`config.mk`:
```
export PLATFORM = sky130hd
export DESIGN_NAME = fpu_pipe
export DESIGN_NICKNAME = d
export VERILOG_FILES = /design/src/fpu_pkg.sv /design/src/fpu_decode.sv /design/src/fpu_exec.sv /design/src/fpu_pipe.sv /design/src/fpu_pipe_ctrl.sv /design/src/fpu_regfile.sv
export VERILOG_INCLUDE_DIRS = /design/src
export SDC_FILE = /design/constraint.sdc
export NUM_CORES = 2
export LEC_CHECK = 0
export BUFFER_PORTS_ARGS = -buffer_cell sky130_fd_sc_hd__buf_4
export CORE_ASPECT_RATIO = 0.8
export CORE_UTILIZATION = 58
export DETAILED_ROUTE_END_ITERATION = 16
export PLACE_DENSITY = 0.77
export SLEW_MARGIN = 0
export SYNTH_ARGS = -nofsm -noshare
export SYNTH_HDL_FRONTEND = slang
export SYNTH_SLANG_ARGS = --single-unit
```
`constraint.sdc`:
```
create_clock -name clk -period 5.7 [get_ports clk]
set_input_delay 0.285 -clock clk [delete_from_list [all_inputs] [get_ports clk]]
set_output_delay 0.285 -clock clk [all_outputs]
set_load 0.01 [all_outputs]
```
`src/fpu_cfg.svh`:
```
`ifndef FPU_CFG_SVH
`define FPU_CFG_SVH

// Register file geometry
`define FPU_NREGS        32
`define FPU_AW           5
`define FPU_DW           32

// Major opcodes
`define FPU_OPC_OPFP     7'b1010011
`define FPU_OPC_LOADFP   7'b0000111
`define FPU_OPC_SYSTEM   7'b1110011

// funct7 groups inside OP-FP, single precision only
`define FPU_F7_SGNJ      7'b0010000
`define FPU_F7_MINMAX    7'b0010100
`define FPU_F7_CMP       7'b1010000
`define FPU_F7_MVXW      7'b1110000
`define FPU_F7_MVWX      7'b1111000

`define FPU_F3_LW        3'b010
`define FPU_F3_CSRRW     3'b001
`define FPU_CSR_FFLAGS   12'h001

// Operand source selects into EXE
`define FPU_FWD_RF       2'd0
`define FPU_FWD_MEM      2'd1
`define FPU_FWD_WB       2'd2

`endif

```
`src/fpu_pkg.sv`:
```
`default_nettype none

`include "fpu_cfg.svh"

package fpu_pkg;

   typedef logic [`FPU_AW-1:0] freg_addr_t;
   typedef logic [`FPU_DW-1:0] fword_t;
   typedef logic [`FPU_DW-1:0] xword_t;

   // NV DZ OF UF NX, NV is the top bit
   typedef logic [4:0] fflags_t;

   typedef enum logic [3:0] {
      OP_NONE,
      OP_FSGNJ,
      OP_FSGNJN,
      OP_FSGNJX,
      OP_FMIN,
      OP_FMAX,
      OP_FEQ,
      OP_FLT,
      OP_FLE,
      OP_FCLASS,
      OP_FMVXW,
      OP_FMVWX,
      OP_FLW,
      OP_CSRRW
   } fpu_op_e;

   // Instruction as handed over by the integer side
   typedef struct packed {
      logic [31:0] instr;
      xword_t      xval;
   } fpu_instr_s;

   typedef struct packed {
      fpu_op_e    op;
      freg_addr_t rs1;
      freg_addr_t rs2;
      freg_addr_t rd;
      logic       reads_frs1;
      logic       reads_frs2;
      logic       writes_frf;
      logic       writes_int;
      logic       writes_fflags;
      logic       is_csr;
   } fpu_decode_s;

   typedef struct packed {
      logic        valid;
      fpu_decode_s dec;
      fword_t      a;
      fword_t      b;
      xword_t      xval;
   } fpu_exe_s;

   typedef struct packed {
      logic       valid;
      freg_addr_t rd;
      logic       writes_frf;
      logic       writes_int;
      fword_t     result;
      fflags_t    flags;
   } fpu_res_s;

   typedef struct packed {
      freg_addr_t rd;
      logic       to_int;
      xword_t     data;
      fflags_t    flags;
   } fpu_retire_s;

endpackage

`default_nettype wire

```
`src/fpu_decode.sv`:
```
`timescale 1ns/1ps
`default_nettype none

`include "fpu_cfg.svh"

module fpu_decode
(
   input  wire logic [31:0]      instr_i,
   output fpu_pkg::fpu_decode_s  dec_o
);

   logic [6:0]       opcode;
   logic [6:0]       funct7;
   logic [2:0]       funct3;
   fpu_pkg::fpu_op_e op;

   assign opcode = instr_i[6:0];
   assign funct3 = instr_i[14:12];
   assign funct7 = instr_i[31:25];

   always_comb
   begin
      op = fpu_pkg::OP_NONE;
      case (opcode)
         `FPU_OPC_LOADFP:
         begin
            if (funct3 == `FPU_F3_LW)
               op = fpu_pkg::OP_FLW;
         end
         `FPU_OPC_SYSTEM:
         begin
            if (funct3 == `FPU_F3_CSRRW && instr_i[31:20] == `FPU_CSR_FFLAGS)
               op = fpu_pkg::OP_CSRRW;
         end
         `FPU_OPC_OPFP:
         begin
            case (funct7)
               `FPU_F7_SGNJ:
                  case (funct3)
                     3'b000: op = fpu_pkg::OP_FSGNJ;
                     3'b001: op = fpu_pkg::OP_FSGNJN;
                     3'b010: op = fpu_pkg::OP_FSGNJX;
                     default: op = fpu_pkg::OP_NONE;
                  endcase
               `FPU_F7_MINMAX:
                  case (funct3)
                     3'b000: op = fpu_pkg::OP_FMIN;
                     3'b001: op = fpu_pkg::OP_FMAX;
                     default: op = fpu_pkg::OP_NONE;
                  endcase
               `FPU_F7_CMP:
                  case (funct3)
                     3'b010: op = fpu_pkg::OP_FEQ;
                     3'b001: op = fpu_pkg::OP_FLT;
                     3'b000: op = fpu_pkg::OP_FLE;
                     default: op = fpu_pkg::OP_NONE;
                  endcase
               // rs2 must be zero for the single-operand forms
               `FPU_F7_MVXW:
               begin
                  if (instr_i[24:20] == 5'd0 && funct3 == 3'b000)
                     op = fpu_pkg::OP_FMVXW;
                  else if (instr_i[24:20] == 5'd0 && funct3 == 3'b001)
                     op = fpu_pkg::OP_FCLASS;
               end
               `FPU_F7_MVWX:
               begin
                  if (instr_i[24:20] == 5'd0 && funct3 == 3'b000)
                     op = fpu_pkg::OP_FMVWX;
               end
               default: op = fpu_pkg::OP_NONE;
            endcase
         end
         default: op = fpu_pkg::OP_NONE;
      endcase
   end

   always_comb
   begin
      dec_o     = '0;
      dec_o.op  = op;
      dec_o.rs1 = instr_i[19:15];
      dec_o.rs2 = instr_i[24:20];
      dec_o.rd  = instr_i[11:7];
      case (op)
         fpu_pkg::OP_FSGNJ, fpu_pkg::OP_FSGNJN, fpu_pkg::OP_FSGNJX:
         begin
            dec_o.reads_frs1 = 1'b1;
            dec_o.reads_frs2 = 1'b1;
            dec_o.writes_frf = 1'b1;
         end
         fpu_pkg::OP_FMIN, fpu_pkg::OP_FMAX:
         begin
            dec_o.reads_frs1    = 1'b1;
            dec_o.reads_frs2    = 1'b1;
            dec_o.writes_frf    = 1'b1;
            dec_o.writes_fflags = 1'b1;
         end
         fpu_pkg::OP_FEQ, fpu_pkg::OP_FLT, fpu_pkg::OP_FLE:
         begin
            dec_o.reads_frs1    = 1'b1;
            dec_o.reads_frs2    = 1'b1;
            dec_o.writes_int    = 1'b1;
            dec_o.writes_fflags = 1'b1;
         end
         fpu_pkg::OP_FCLASS, fpu_pkg::OP_FMVXW:
         begin
            dec_o.reads_frs1 = 1'b1;
            dec_o.writes_int = 1'b1;
         end
         fpu_pkg::OP_FMVWX, fpu_pkg::OP_FLW:
            dec_o.writes_frf = 1'b1;
         fpu_pkg::OP_CSRRW:
         begin
            dec_o.writes_int    = 1'b1;
            dec_o.writes_fflags = 1'b1;
            dec_o.is_csr        = 1'b1;
         end
         default: dec_o.op = fpu_pkg::OP_NONE;
      endcase
   end

endmodule

`default_nettype wire

```
`src/fpu_exec.sv`:
```
`timescale 1ns/1ps
`default_nettype none

module fpu_exec
(
   input  wire fpu_pkg::fpu_op_e  op_i,
   input  wire fpu_pkg::fword_t   a_i,
   input  wire fpu_pkg::fword_t   b_i,
   input  wire fpu_pkg::xword_t   xval_i,
   input  wire fpu_pkg::fflags_t  flags_i,
   output fpu_pkg::fword_t        result_o,
   output fpu_pkg::fflags_t       flags_o
);

   localparam fpu_pkg::fword_t CANON_NAN = 32'h7FC0_0000;

   logic       a_exp_max;
   logic       a_exp_zero;
   logic       a_man_zero;
   logic       a_nan, b_nan;
   logic       a_snan, b_snan;
   logic       any_nan, any_snan;
   logic       both_zero;
   logic       ord_lt, ord_eq, tot_lt;
   logic [9:0] cls;

   assign a_exp_max  = &a_i[30:23];
   assign a_exp_zero = ~|a_i[30:23];
   assign a_man_zero = ~|a_i[22:0];
   assign a_nan      = a_exp_max & ~a_man_zero;
   assign b_nan      = (&b_i[30:23]) & (|b_i[22:0]);
   // Quiet bit is the top mantissa bit
   assign a_snan     = a_nan & ~a_i[22];
   assign b_snan     = b_nan & ~b_i[22];
   assign any_nan    = a_nan | b_nan;
   assign any_snan   = a_snan | b_snan;

   // Ordered compare on sign-magnitude words, +0 and -0 equal
   assign both_zero = ~|{a_i[30:0], b_i[30:0]};
   assign ord_eq    = (a_i == b_i) | both_zero;

   always_comb
   begin
      if (a_i[31] != b_i[31])
         ord_lt = a_i[31] & ~both_zero;
      else if (a_i[31])
         ord_lt = a_i[30:0] > b_i[30:0];
      else
         ord_lt = a_i[30:0] < b_i[30:0];
   end

   // Min/max order, where -0 sits below +0
   assign tot_lt = (a_i[31] != b_i[31]) ? a_i[31] : ord_lt;

   always_comb
   begin
      if (a_nan)
         cls = a_i[22] ? 10'b10_0000_0000 : 10'b01_0000_0000;
      else if (a_exp_max)
         cls = a_i[31] ? 10'b00_0000_0001 : 10'b00_1000_0000;
      else if (a_exp_zero && a_man_zero)
         cls = a_i[31] ? 10'b00_0000_1000 : 10'b00_0001_0000;
      else if (a_exp_zero)
         cls = a_i[31] ? 10'b00_0000_0100 : 10'b00_0010_0000;
      else
         cls = a_i[31] ? 10'b00_0000_0010 : 10'b00_0100_0000;
   end

   always_comb
   begin
      result_o = '0;
      flags_o  = '0;
      case (op_i)
         fpu_pkg::OP_FSGNJ:  result_o = {b_i[31], a_i[30:0]};
         fpu_pkg::OP_FSGNJN: result_o = {~b_i[31], a_i[30:0]};
         fpu_pkg::OP_FSGNJX: result_o = {a_i[31] ^ b_i[31], a_i[30:0]};
         fpu_pkg::OP_FMIN, fpu_pkg::OP_FMAX:
         begin
            if (a_nan && b_nan)
               result_o = CANON_NAN;
            else if (a_nan)
               result_o = b_i;
            else if (b_nan)
               result_o = a_i;
            else if (tot_lt ^ (op_i == fpu_pkg::OP_FMAX))
               result_o = a_i;
            else
               result_o = b_i;
            flags_o[4] = any_snan;
         end
         // FEQ is a quiet compare, FLT and FLE signal on any NaN
         fpu_pkg::OP_FEQ:
         begin
            result_o[0] = ~any_nan & ord_eq;
            flags_o[4]  = any_snan;
         end
         fpu_pkg::OP_FLT:
         begin
            result_o[0] = ~any_nan & ord_lt;
            flags_o[4]  = any_nan;
         end
         fpu_pkg::OP_FLE:
         begin
            result_o[0] = ~any_nan & (ord_lt | ord_eq);
            flags_o[4]  = any_nan;
         end
         fpu_pkg::OP_FCLASS: result_o = {22'b0, cls};
         fpu_pkg::OP_FMVXW:  result_o = a_i;
         fpu_pkg::OP_FMVWX, fpu_pkg::OP_FLW: result_o = xval_i;
         fpu_pkg::OP_CSRRW:  result_o = {27'b0, flags_i};
         default: result_o = '0;
      endcase
   end

endmodule

`default_nettype wire

```
`src/fpu_pipe.sv`:
```
`timescale 1ns/1ps
`default_nettype none

`include "fpu_cfg.svh"

module fpu_pipe
(
   input  wire logic                 clk,
   input  wire logic                 reset,
   input  wire logic                 valid_i,
   input  wire logic                 stall_i,
   input  wire logic                 flush_i,
   input  wire fpu_pkg::fpu_instr_s  instr_i,
   output logic                      retire_valid_o,
   output fpu_pkg::fpu_retire_s      retire_o,
   output fpu_pkg::fflags_t          fflags_o
);

   fpu_pkg::fpu_instr_s  id_q;
   fpu_pkg::fpu_decode_s id_dec;
   fpu_pkg::fpu_exe_s    exe_q, exe;
   fpu_pkg::fpu_res_s    ex_res;
   fpu_pkg::fpu_res_s    mem_q, mem_res;
   fpu_pkg::fpu_res_s    wb_q, wb_res;
   fpu_pkg::fword_t      rf_rdata1, rf_rdata2;
   fpu_pkg::fword_t      fwd_a, op_a, op_b;
   fpu_pkg::fword_t      ex_result;
   fpu_pkg::fflags_t     ex_flags, pend_flags;
   logic                 adv;
   logic                 id_valid, exe_valid, mem_valid, wb_valid;
   logic [1:0]           fwd1_sel, fwd2_sel;

   function automatic fpu_pkg::fword_t fwd_pick(logic [1:0] sel, fpu_pkg::fword_t rf_val,
                                                fpu_pkg::fword_t mem_val,
                                                fpu_pkg::fword_t wb_val);
      case (sel)
         `FPU_FWD_MEM: return mem_val;
         `FPU_FWD_WB:  return wb_val;
         default:      return rf_val;
      endcase
   endfunction

   fpu_pipe_ctrl u_ctrl (
      .clk         (clk),
      .reset       (reset),
      .stall_i     (stall_i),
      .flush_i     (flush_i),
      .valid_i     (valid_i),
      .id_dec_i    (id_dec),
      .mem_res_i   (mem_res),
      .wb_res_i    (wb_res),
      .csr_wdata_i (op_a[4:0]),
      .adv_o       (adv),
      .id_valid_o  (id_valid),
      .exe_valid_o (exe_valid),
      .mem_valid_o (mem_valid),
      .wb_valid_o  (wb_valid),
      .fwd1_sel_o  (fwd1_sel),
      .fwd2_sel_o  (fwd2_sel),
      .fflags_o    (fflags_o)
   );

   ////////////////////////////////////////////////////////////////////////////
   // ID stage
   always_ff @(posedge clk)
   begin
      if (adv && valid_i)
         id_q <= instr_i;
   end

   fpu_decode u_decode (
      .instr_i (id_q.instr),
      .dec_o   (id_dec)
   );

   // WB writes at the edge it retires, ID sees it through the bypass
   fpu_regfile u_regfile (
      .clk      (clk),
      .reset    (reset),
      .we_i     (adv & wb_res.valid & wb_res.writes_frf),
      .waddr_i  (wb_res.rd),
      .wdata_i  (wb_res.result),
      .raddr1_i (id_dec.rs1),
      .raddr2_i (id_dec.rs2),
      .rdata1_o (rf_rdata1),
      .rdata2_o (rf_rdata2)
   );

   always_ff @(posedge clk)
   begin
      if (adv && id_valid)
         exe_q <= '{valid: id_valid,
                    dec:   id_dec,
                    a:     rf_rdata1,
                    b:     rf_rdata2,
                    xval:  id_q.xval};
   end

   // Stage records carry the valid bits owned by the control block
   always_comb
   begin
      exe           = exe_q;
      exe.valid     = exe_valid;
      mem_res       = mem_q;
      mem_res.valid = mem_valid;
      wb_res        = wb_q;
      wb_res.valid  = wb_valid;
   end

   ////////////////////////////////////////////////////////////////////////////
   // EXE stage
   assign fwd_a = fwd_pick(fwd1_sel, exe.a, mem_res.result, wb_res.result);
   assign op_a  = exe.dec.reads_frs1 ? fwd_a : exe.xval;
   assign op_b  = fwd_pick(fwd2_sel, exe.b, mem_res.result, wb_res.result);

   // Flags still in flight count as already raised for a CSR read
   assign pend_flags = fflags_o
                     | (mem_res.valid ? mem_res.flags : 5'b0)
                     | (wb_res.valid ? wb_res.flags : 5'b0);

   fpu_exec u_exec (
      .op_i     (exe.dec.op),
      .a_i      (op_a),
      .b_i      (op_b),
      .xval_i   (exe.xval),
      .flags_i  (pend_flags),
      .result_o (ex_result),
      .flags_o  (ex_flags)
   );

   assign ex_res = '{valid:      exe.valid,
                     rd:         exe.dec.rd,
                     writes_frf: exe.dec.writes_frf,
                     writes_int: exe.dec.writes_int,
                     result:     ex_result,
                     flags:      exe.dec.writes_fflags ? ex_flags : 5'b0};

   // MEM and WB result registers
   always_ff @(posedge clk)
   begin
      if (adv && exe.valid)
         mem_q <= ex_res;
      if (adv && mem_res.valid)
         wb_q <= mem_res;
   end

   assign retire_valid_o = adv & wb_res.valid;
   assign retire_o = '{rd:     wb_res.rd,
                       to_int: wb_res.writes_int,
                       data:   wb_res.result,
                       flags:  wb_res.flags};

endmodule

`default_nettype wire

```
`src/fpu_pipe_ctrl.sv`:
```
`timescale 1ns/1ps
`default_nettype none

`include "fpu_cfg.svh"

module fpu_pipe_ctrl
(
   input  wire logic                  clk,
   input  wire logic                  reset,
   input  wire logic                  stall_i,
   input  wire logic                  flush_i,
   input  wire logic                  valid_i,
   input  wire fpu_pkg::fpu_decode_s  id_dec_i,
   input  wire fpu_pkg::fpu_res_s     mem_res_i,
   input  wire fpu_pkg::fpu_res_s     wb_res_i,
   input  wire fpu_pkg::fflags_t      csr_wdata_i,
   output logic                       adv_o,
   output logic                       id_valid_o,
   output logic                       exe_valid_o,
   output logic                       mem_valid_o,
   output logic                       wb_valid_o,
   output logic [1:0]                 fwd1_sel_o,
   output logic [1:0]                 fwd2_sel_o,
   output fpu_pkg::fflags_t           fflags_o
);

   fpu_pkg::freg_addr_t exe_rs1;
   fpu_pkg::freg_addr_t exe_rs2;
   logic                exe_rd1, exe_rd2;
   logic                exe_csr, mem_csr, wb_csr;
   fpu_pkg::fflags_t    mem_wdata, wb_wdata;

   // MEM result is the youngest, so it wins over WB
   function automatic logic [1:0] fwd_sel(fpu_pkg::freg_addr_t rs, logic rd_en,
                                          fpu_pkg::fpu_res_s mem, fpu_pkg::fpu_res_s wb);
      if (rd_en && mem.valid && mem.writes_frf && mem.rd == rs)
         return `FPU_FWD_MEM;
      if (rd_en && wb.valid && wb.writes_frf && wb.rd == rs)
         return `FPU_FWD_WB;
      return `FPU_FWD_RF;
   endfunction

   assign adv_o = ~stall_i;

   ////////////////////////////////////////////////////////////////////////////
   // Stage valid bits, flush drops whatever sits in ID and EXE
   always_ff @(posedge clk)
   begin
      if (reset)
      begin
         id_valid_o  <= 1'b0;
         exe_valid_o <= 1'b0;
         mem_valid_o <= 1'b0;
         wb_valid_o  <= 1'b0;
      end
      else if (adv_o)
      begin
         id_valid_o  <= valid_i & ~flush_i;
         exe_valid_o <= id_valid_o & ~flush_i;
         mem_valid_o <= exe_valid_o & ~flush_i;
         wb_valid_o  <= mem_valid_o;
      end
   end

   always_ff @(posedge clk)
   begin
      if (reset)
      begin
         exe_rd1 <= 1'b0;
         exe_rd2 <= 1'b0;
         exe_csr <= 1'b0;
         mem_csr <= 1'b0;
         wb_csr  <= 1'b0;
      end
      else if (adv_o)
      begin
         exe_rd1 <= id_dec_i.reads_frs1;
         exe_rd2 <= id_dec_i.reads_frs2;
         exe_csr <= id_dec_i.is_csr;
         mem_csr <= exe_csr;
         wb_csr  <= mem_csr;
      end
   end

   // Source addresses and the CSR write value follow their instruction
   always_ff @(posedge clk)
   begin
      if (adv_o)
      begin
         exe_rs1   <= id_dec_i.rs1;
         exe_rs2   <= id_dec_i.rs2;
         mem_wdata <= csr_wdata_i;
         wb_wdata  <= mem_wdata;
      end
   end

   assign fwd1_sel_o = fwd_sel(exe_rs1, exe_rd1, mem_res_i, wb_res_i);
   assign fwd2_sel_o = fwd_sel(exe_rs2, exe_rd2, mem_res_i, wb_res_i);

   ////////////////////////////////////////////////////////////////////////////
   // Sticky flags, committed as an instruction leaves WB
   always_ff @(posedge clk)
   begin
      if (reset)
         fflags_o <= '0;
      else if (adv_o && wb_valid_o)
      begin
         if (wb_csr)
            fflags_o <= wb_wdata;
         else
            fflags_o <= fflags_o | wb_res_i.flags;
      end
   end

endmodule

`default_nettype wire

```
`src/fpu_regfile.sv`:
```
`timescale 1ns/1ps
`default_nettype none

`include "fpu_cfg.svh"

module fpu_regfile
(
   input  wire logic                 clk,
   input  wire logic                 reset,
   input  wire logic                 we_i,
   input  wire fpu_pkg::freg_addr_t  waddr_i,
   input  wire fpu_pkg::fword_t      wdata_i,
   input  wire fpu_pkg::freg_addr_t  raddr1_i,
   input  wire fpu_pkg::freg_addr_t  raddr2_i,
   output fpu_pkg::fword_t           rdata1_o,
   output fpu_pkg::fword_t           rdata2_o
);

   fpu_pkg::fword_t regs [`FPU_NREGS];

   always_ff @(posedge clk)
   begin
      if (reset)
      begin
         for (int i = 0; i < `FPU_NREGS; i++)
            regs[i] <= '0;
      end
      else if (we_i)
         regs[waddr_i] <= wdata_i;
   end

   // A write in flight shows through to a reader of the same entry
   always_comb
   begin
      rdata1_o = regs[raddr1_i];
      if (we_i && waddr_i == raddr1_i)
         rdata1_o = wdata_i;
      rdata2_o = regs[raddr2_i];
      if (we_i && waddr_i == raddr2_i)
         rdata2_o = wdata_i;
   end

endmodule

`default_nettype wire

```
==> impl_metrics.toml <==
[sta]
drv_slew = 0
fin_crit_ns = 5.53
skew_ns = 0.0259
rsz0062_at_grt = "false"
fmax_mhz = 181
tightest_slew_ns = 1.11
hold_viol = 0
finalSetupTns_ns = 0
slew_headroom = 0.258
setup-violations-final = 0
post-route-period-util = 0.970

[setup_path]
startpoint = "u_ctrl.exe_rs1[2]"
endpoint_kind = "flip-flop"
worst-r2r-setup-slack_ns = 0.17
r2r_start = "u_ctrl.exe_rs1[2]"
critPathKind = "reg -> reg"
crit_path_start_kind = "flip-flop"
path_max_fanout = 17
arrival_ns = 6.02
reg2regPathDepth = 19
r2r_end = "mem_q[31]"
required_ns = 6.19

[floorplanning]
fp.dieW_um = 388
ioPinCount = 118
core-area_mm2 = 0.117
dieArea_mm2 = 0.121
start_util = 0.589
die_y_um = 311
placementRows = 112

[logic_synthesis]
syn_area_per_cell_um2 = 15.1
synth_warnings = 0
synth-seq-area-share = 0.570
synthArstFlopShare = 0
ys.flop_type = "edfxtp_1"
synth_edf_count = 1297
synthesis.area_mm2 = 0.0692
syn_inst = 4568
yosysUniqueCellTypes = 76
synth_seq_cells = 1321

[global_routing]
track_usage = 0.356
grt_max_degree = 79
overflow = 0
use_met3 = 0.0939
antenna_found_initial = 13
use_met1 = 0.500
grt_use_met2 = 0.522
grt_pass1_vias = 43900
top_usage_layer = "met2"
grt_pass1_wl_mm = 306

[power_and_ir_drop]
switchingPower_w = 0.00538
vdd_drop_max_mv = 0.267
swShare = 0.240
p_int_w = 0.0171
clkPwrFrac = 0.386
pwr-share-comb = 0.112
power_density_mw_per_mm2 = 292
seq_power_share = 0.502
p_leak_nw = 27.3
p_total_w = 0.0225

[placed_design]
gp_congestion = 1.02
dp_hpwl_mm = 129
place_area_mm2 = 0.0720
io_buffers = 113

[final_layout]
area_growth_pct = 11.2
stdcell_area_mm2 = 0.0769
ff_latch_area_mm2 = 0.0395
multiInputGateArea_mm2 = 0.0278
utilization = 0.655
drive_gt1_frac = 0.274
nNetsFinal = 4682
fill_cells = 7928

[drt]
drc_errors = 0
dr.pass1.iters = 6
viasPerCell = 7.11
wl_mm = 214
num_vias = 44300
wl_per_cell_um = 34.4
ant_nets = 0
drt_iter0_drc = 7405

[clock_network]
cts_max_level = 4
clockBufferDepth = 3
cts_tree = "built"
clockRootBuffer = "clkbuf_16"
cts_sinks = 1321
clk_pin_slew_worst_paths_ns = 0.07
numCtsBuffers = 133
insertion_delay_ns = 0.77

[worst_hold_path]
hold_end = "u_ctrl.mem_valid_o"
hp-class = "in -> reg"
hold_depth = 2
min_from = "reset"

[flow_run]
cap_viol_max_count = 0

[run_status]
status = "finished clean"
## cell type report
cell class / count / share of cell area
diodes: 2 / 0.0000651
clock buffers: 172 / 0.0471
clock inverters: 67 / 0.00774
inverters: 40 / 0.00195
multi-input cells: 2706 / 0.362
flip-flops and latches: 1321 / 0.513
well taps: 1539 / 0.0250
repair buffers: 380 / 0.0433
## layer usage
layer	wire length [um]	vias to the layer above
met5	21	-
met4	10900	4
met3	31000	587
met2	95700	3759
met1	76400	22300
li1	-	17600
## cells by family after synthesis
kind of cell	count (synthesis)	synth area share
compound gates	328	0.0319
xor+xnor	35	0.00443
fa+ha+maj	31	0.00560
buf+inv	544	0.0324
flops	1321	0.570
mux	766	0.227
other cells	1	0.0000542
simple gates	1542	0.129
## worst max-delay path by stage
stage	end	cells after the start	slack (ns)
CTS	mem_q[31]	20	0.06
finish	mem_q[31]	19	0.17
floorplan	mem_q[29]	22	0.67
global route	mem_q[31]	19	0.05
detailed placement	mem_q[31]	20	0.10
global placement	mem_q[34]	20	0.07
## state kept, by name, indices dropped and copies added (netlist names), 5 cells and up, named ones only
register and cells:
ex_res 7, u_regfile.regs 1024, exe 102, retire_o 39, u_ctrl.wb_wdata 5, u_ctrl.exe_rs2 5, u_ctrl.exe_rs1 5, u_ctrl.mem_wdata 5
mem_q 40, id_q 64, u_ctrl.fflags_o 5
## cells in the mapped netlist, drive strengths merged (7+ instances only)
cell type / instances / area (um2)
and4: 9 / 78.8
or2: 40 / 250
and2: 998 / 6240
o221ai: 22 / 255
a22o: 7 / 61.3
ha: 31 / 388
mux4: 640 / 14400
a311oi: 19 / 166
a211oi: 11 / 82.6
inv: 40 / 150
buf: 114 / 631
nor2b: 20 / 125
edfxtp: 1297 / 38900
nand3b: 7 / 52.6
mux2: 24 / 270
o21a: 8 / 67.6
a22oi: 9 / 67.6
nand4: 19 / 119
mux2i: 102 / 1020
nor2: 175 / 657
a31oi: 11 / 68.8
or4: 14 / 113
xor2: 16 / 140
nor4: 31 / 200
or3: 8 / 50.1
dfxtp: 24 / 480
nand2: 88 / 333
clkbuf: 390 / 1460
nor3: 67 / 335
nand3: 52 / 260
xnor2: 19 / 166
a21oi: 127 / 647
o21ai: 56 / 288
## what timing repair did
item,in CTS,in global routing
hold buffers,67,0
hold endpoints to repair,82,0
endpoints found under the setup margin,0,25
gates resized for setup,0,4
setup buffers,0,0
## power by group through the flow
stage          combinational, W  clock (W)  sequential, W
2_1_floorplan           0.00170          0         0.0113
3_3_place_gp            0.00241          0         0.0114
3_5_place_dp            0.00243          0         0.0115
4_1_cts                 0.00248    0.00870         0.0113
5_1_grt                 0.00258    0.00905         0.0113
6_report                0.00252    0.00868         0.0113
## per-stage QoR
step	cells	setup WS, ns	hold slack, ns
finish	6227	0.171	0.0846
global placement	5919	0.0749	0.401
floorplan	4571	0.674	0.384
detailed placement	5919	0.102	0.406
global route	6225	0.0509	0.0683
CTS	6225	0.0604	0.0161
## cell usage in the layout, fill, tap and decap left out, drive strengths merged, types with 14 or more instances in the layout
master	Yosys	final
or2	40	40
edfxtp	1297	1297
o21ai	56	56
nor2b	20	20
xor2	16	16
and2	998	998
dlygate4sd3	0	67
mux4	640	640
buf	114	313
inv	40	47
nor4	31	31
clkbuf	390	172
nor3	67	67
dfxtp	24	24
or4	14	14
nand4	19	19
nand2	88	88
nand3	52	52
clkinv	0	49
o221ai	22	22
mux2	24	24
mux2i	102	102
nor2	175	175
a21oi	127	127
xnor2	19	19
ha	31	31
a311oi	19	19
## worst max-delay path, stage by stage, from the launching register on
cell       delay [ns]
edfxtp_1         0.42
xnor2_1          0.24
and4_1           0.86
nand3_1          0.15
a311oi_1         0.45
nor2_1           0.12
inv_1            0.09
ha_1             0.31
and4_1           0.27
a221oi_2         0.43
buf_4            0.21
o221ai_1         0.19
nor2_1           0.14
a2bb2oi_1        0.27
xnor2_1          0.11
buf_4            0.17
o21a_4           0.27
a21oi_4          0.21
buf_4            0.21
o221ai_2         0.11
Power figures use the tool's default switching activity.
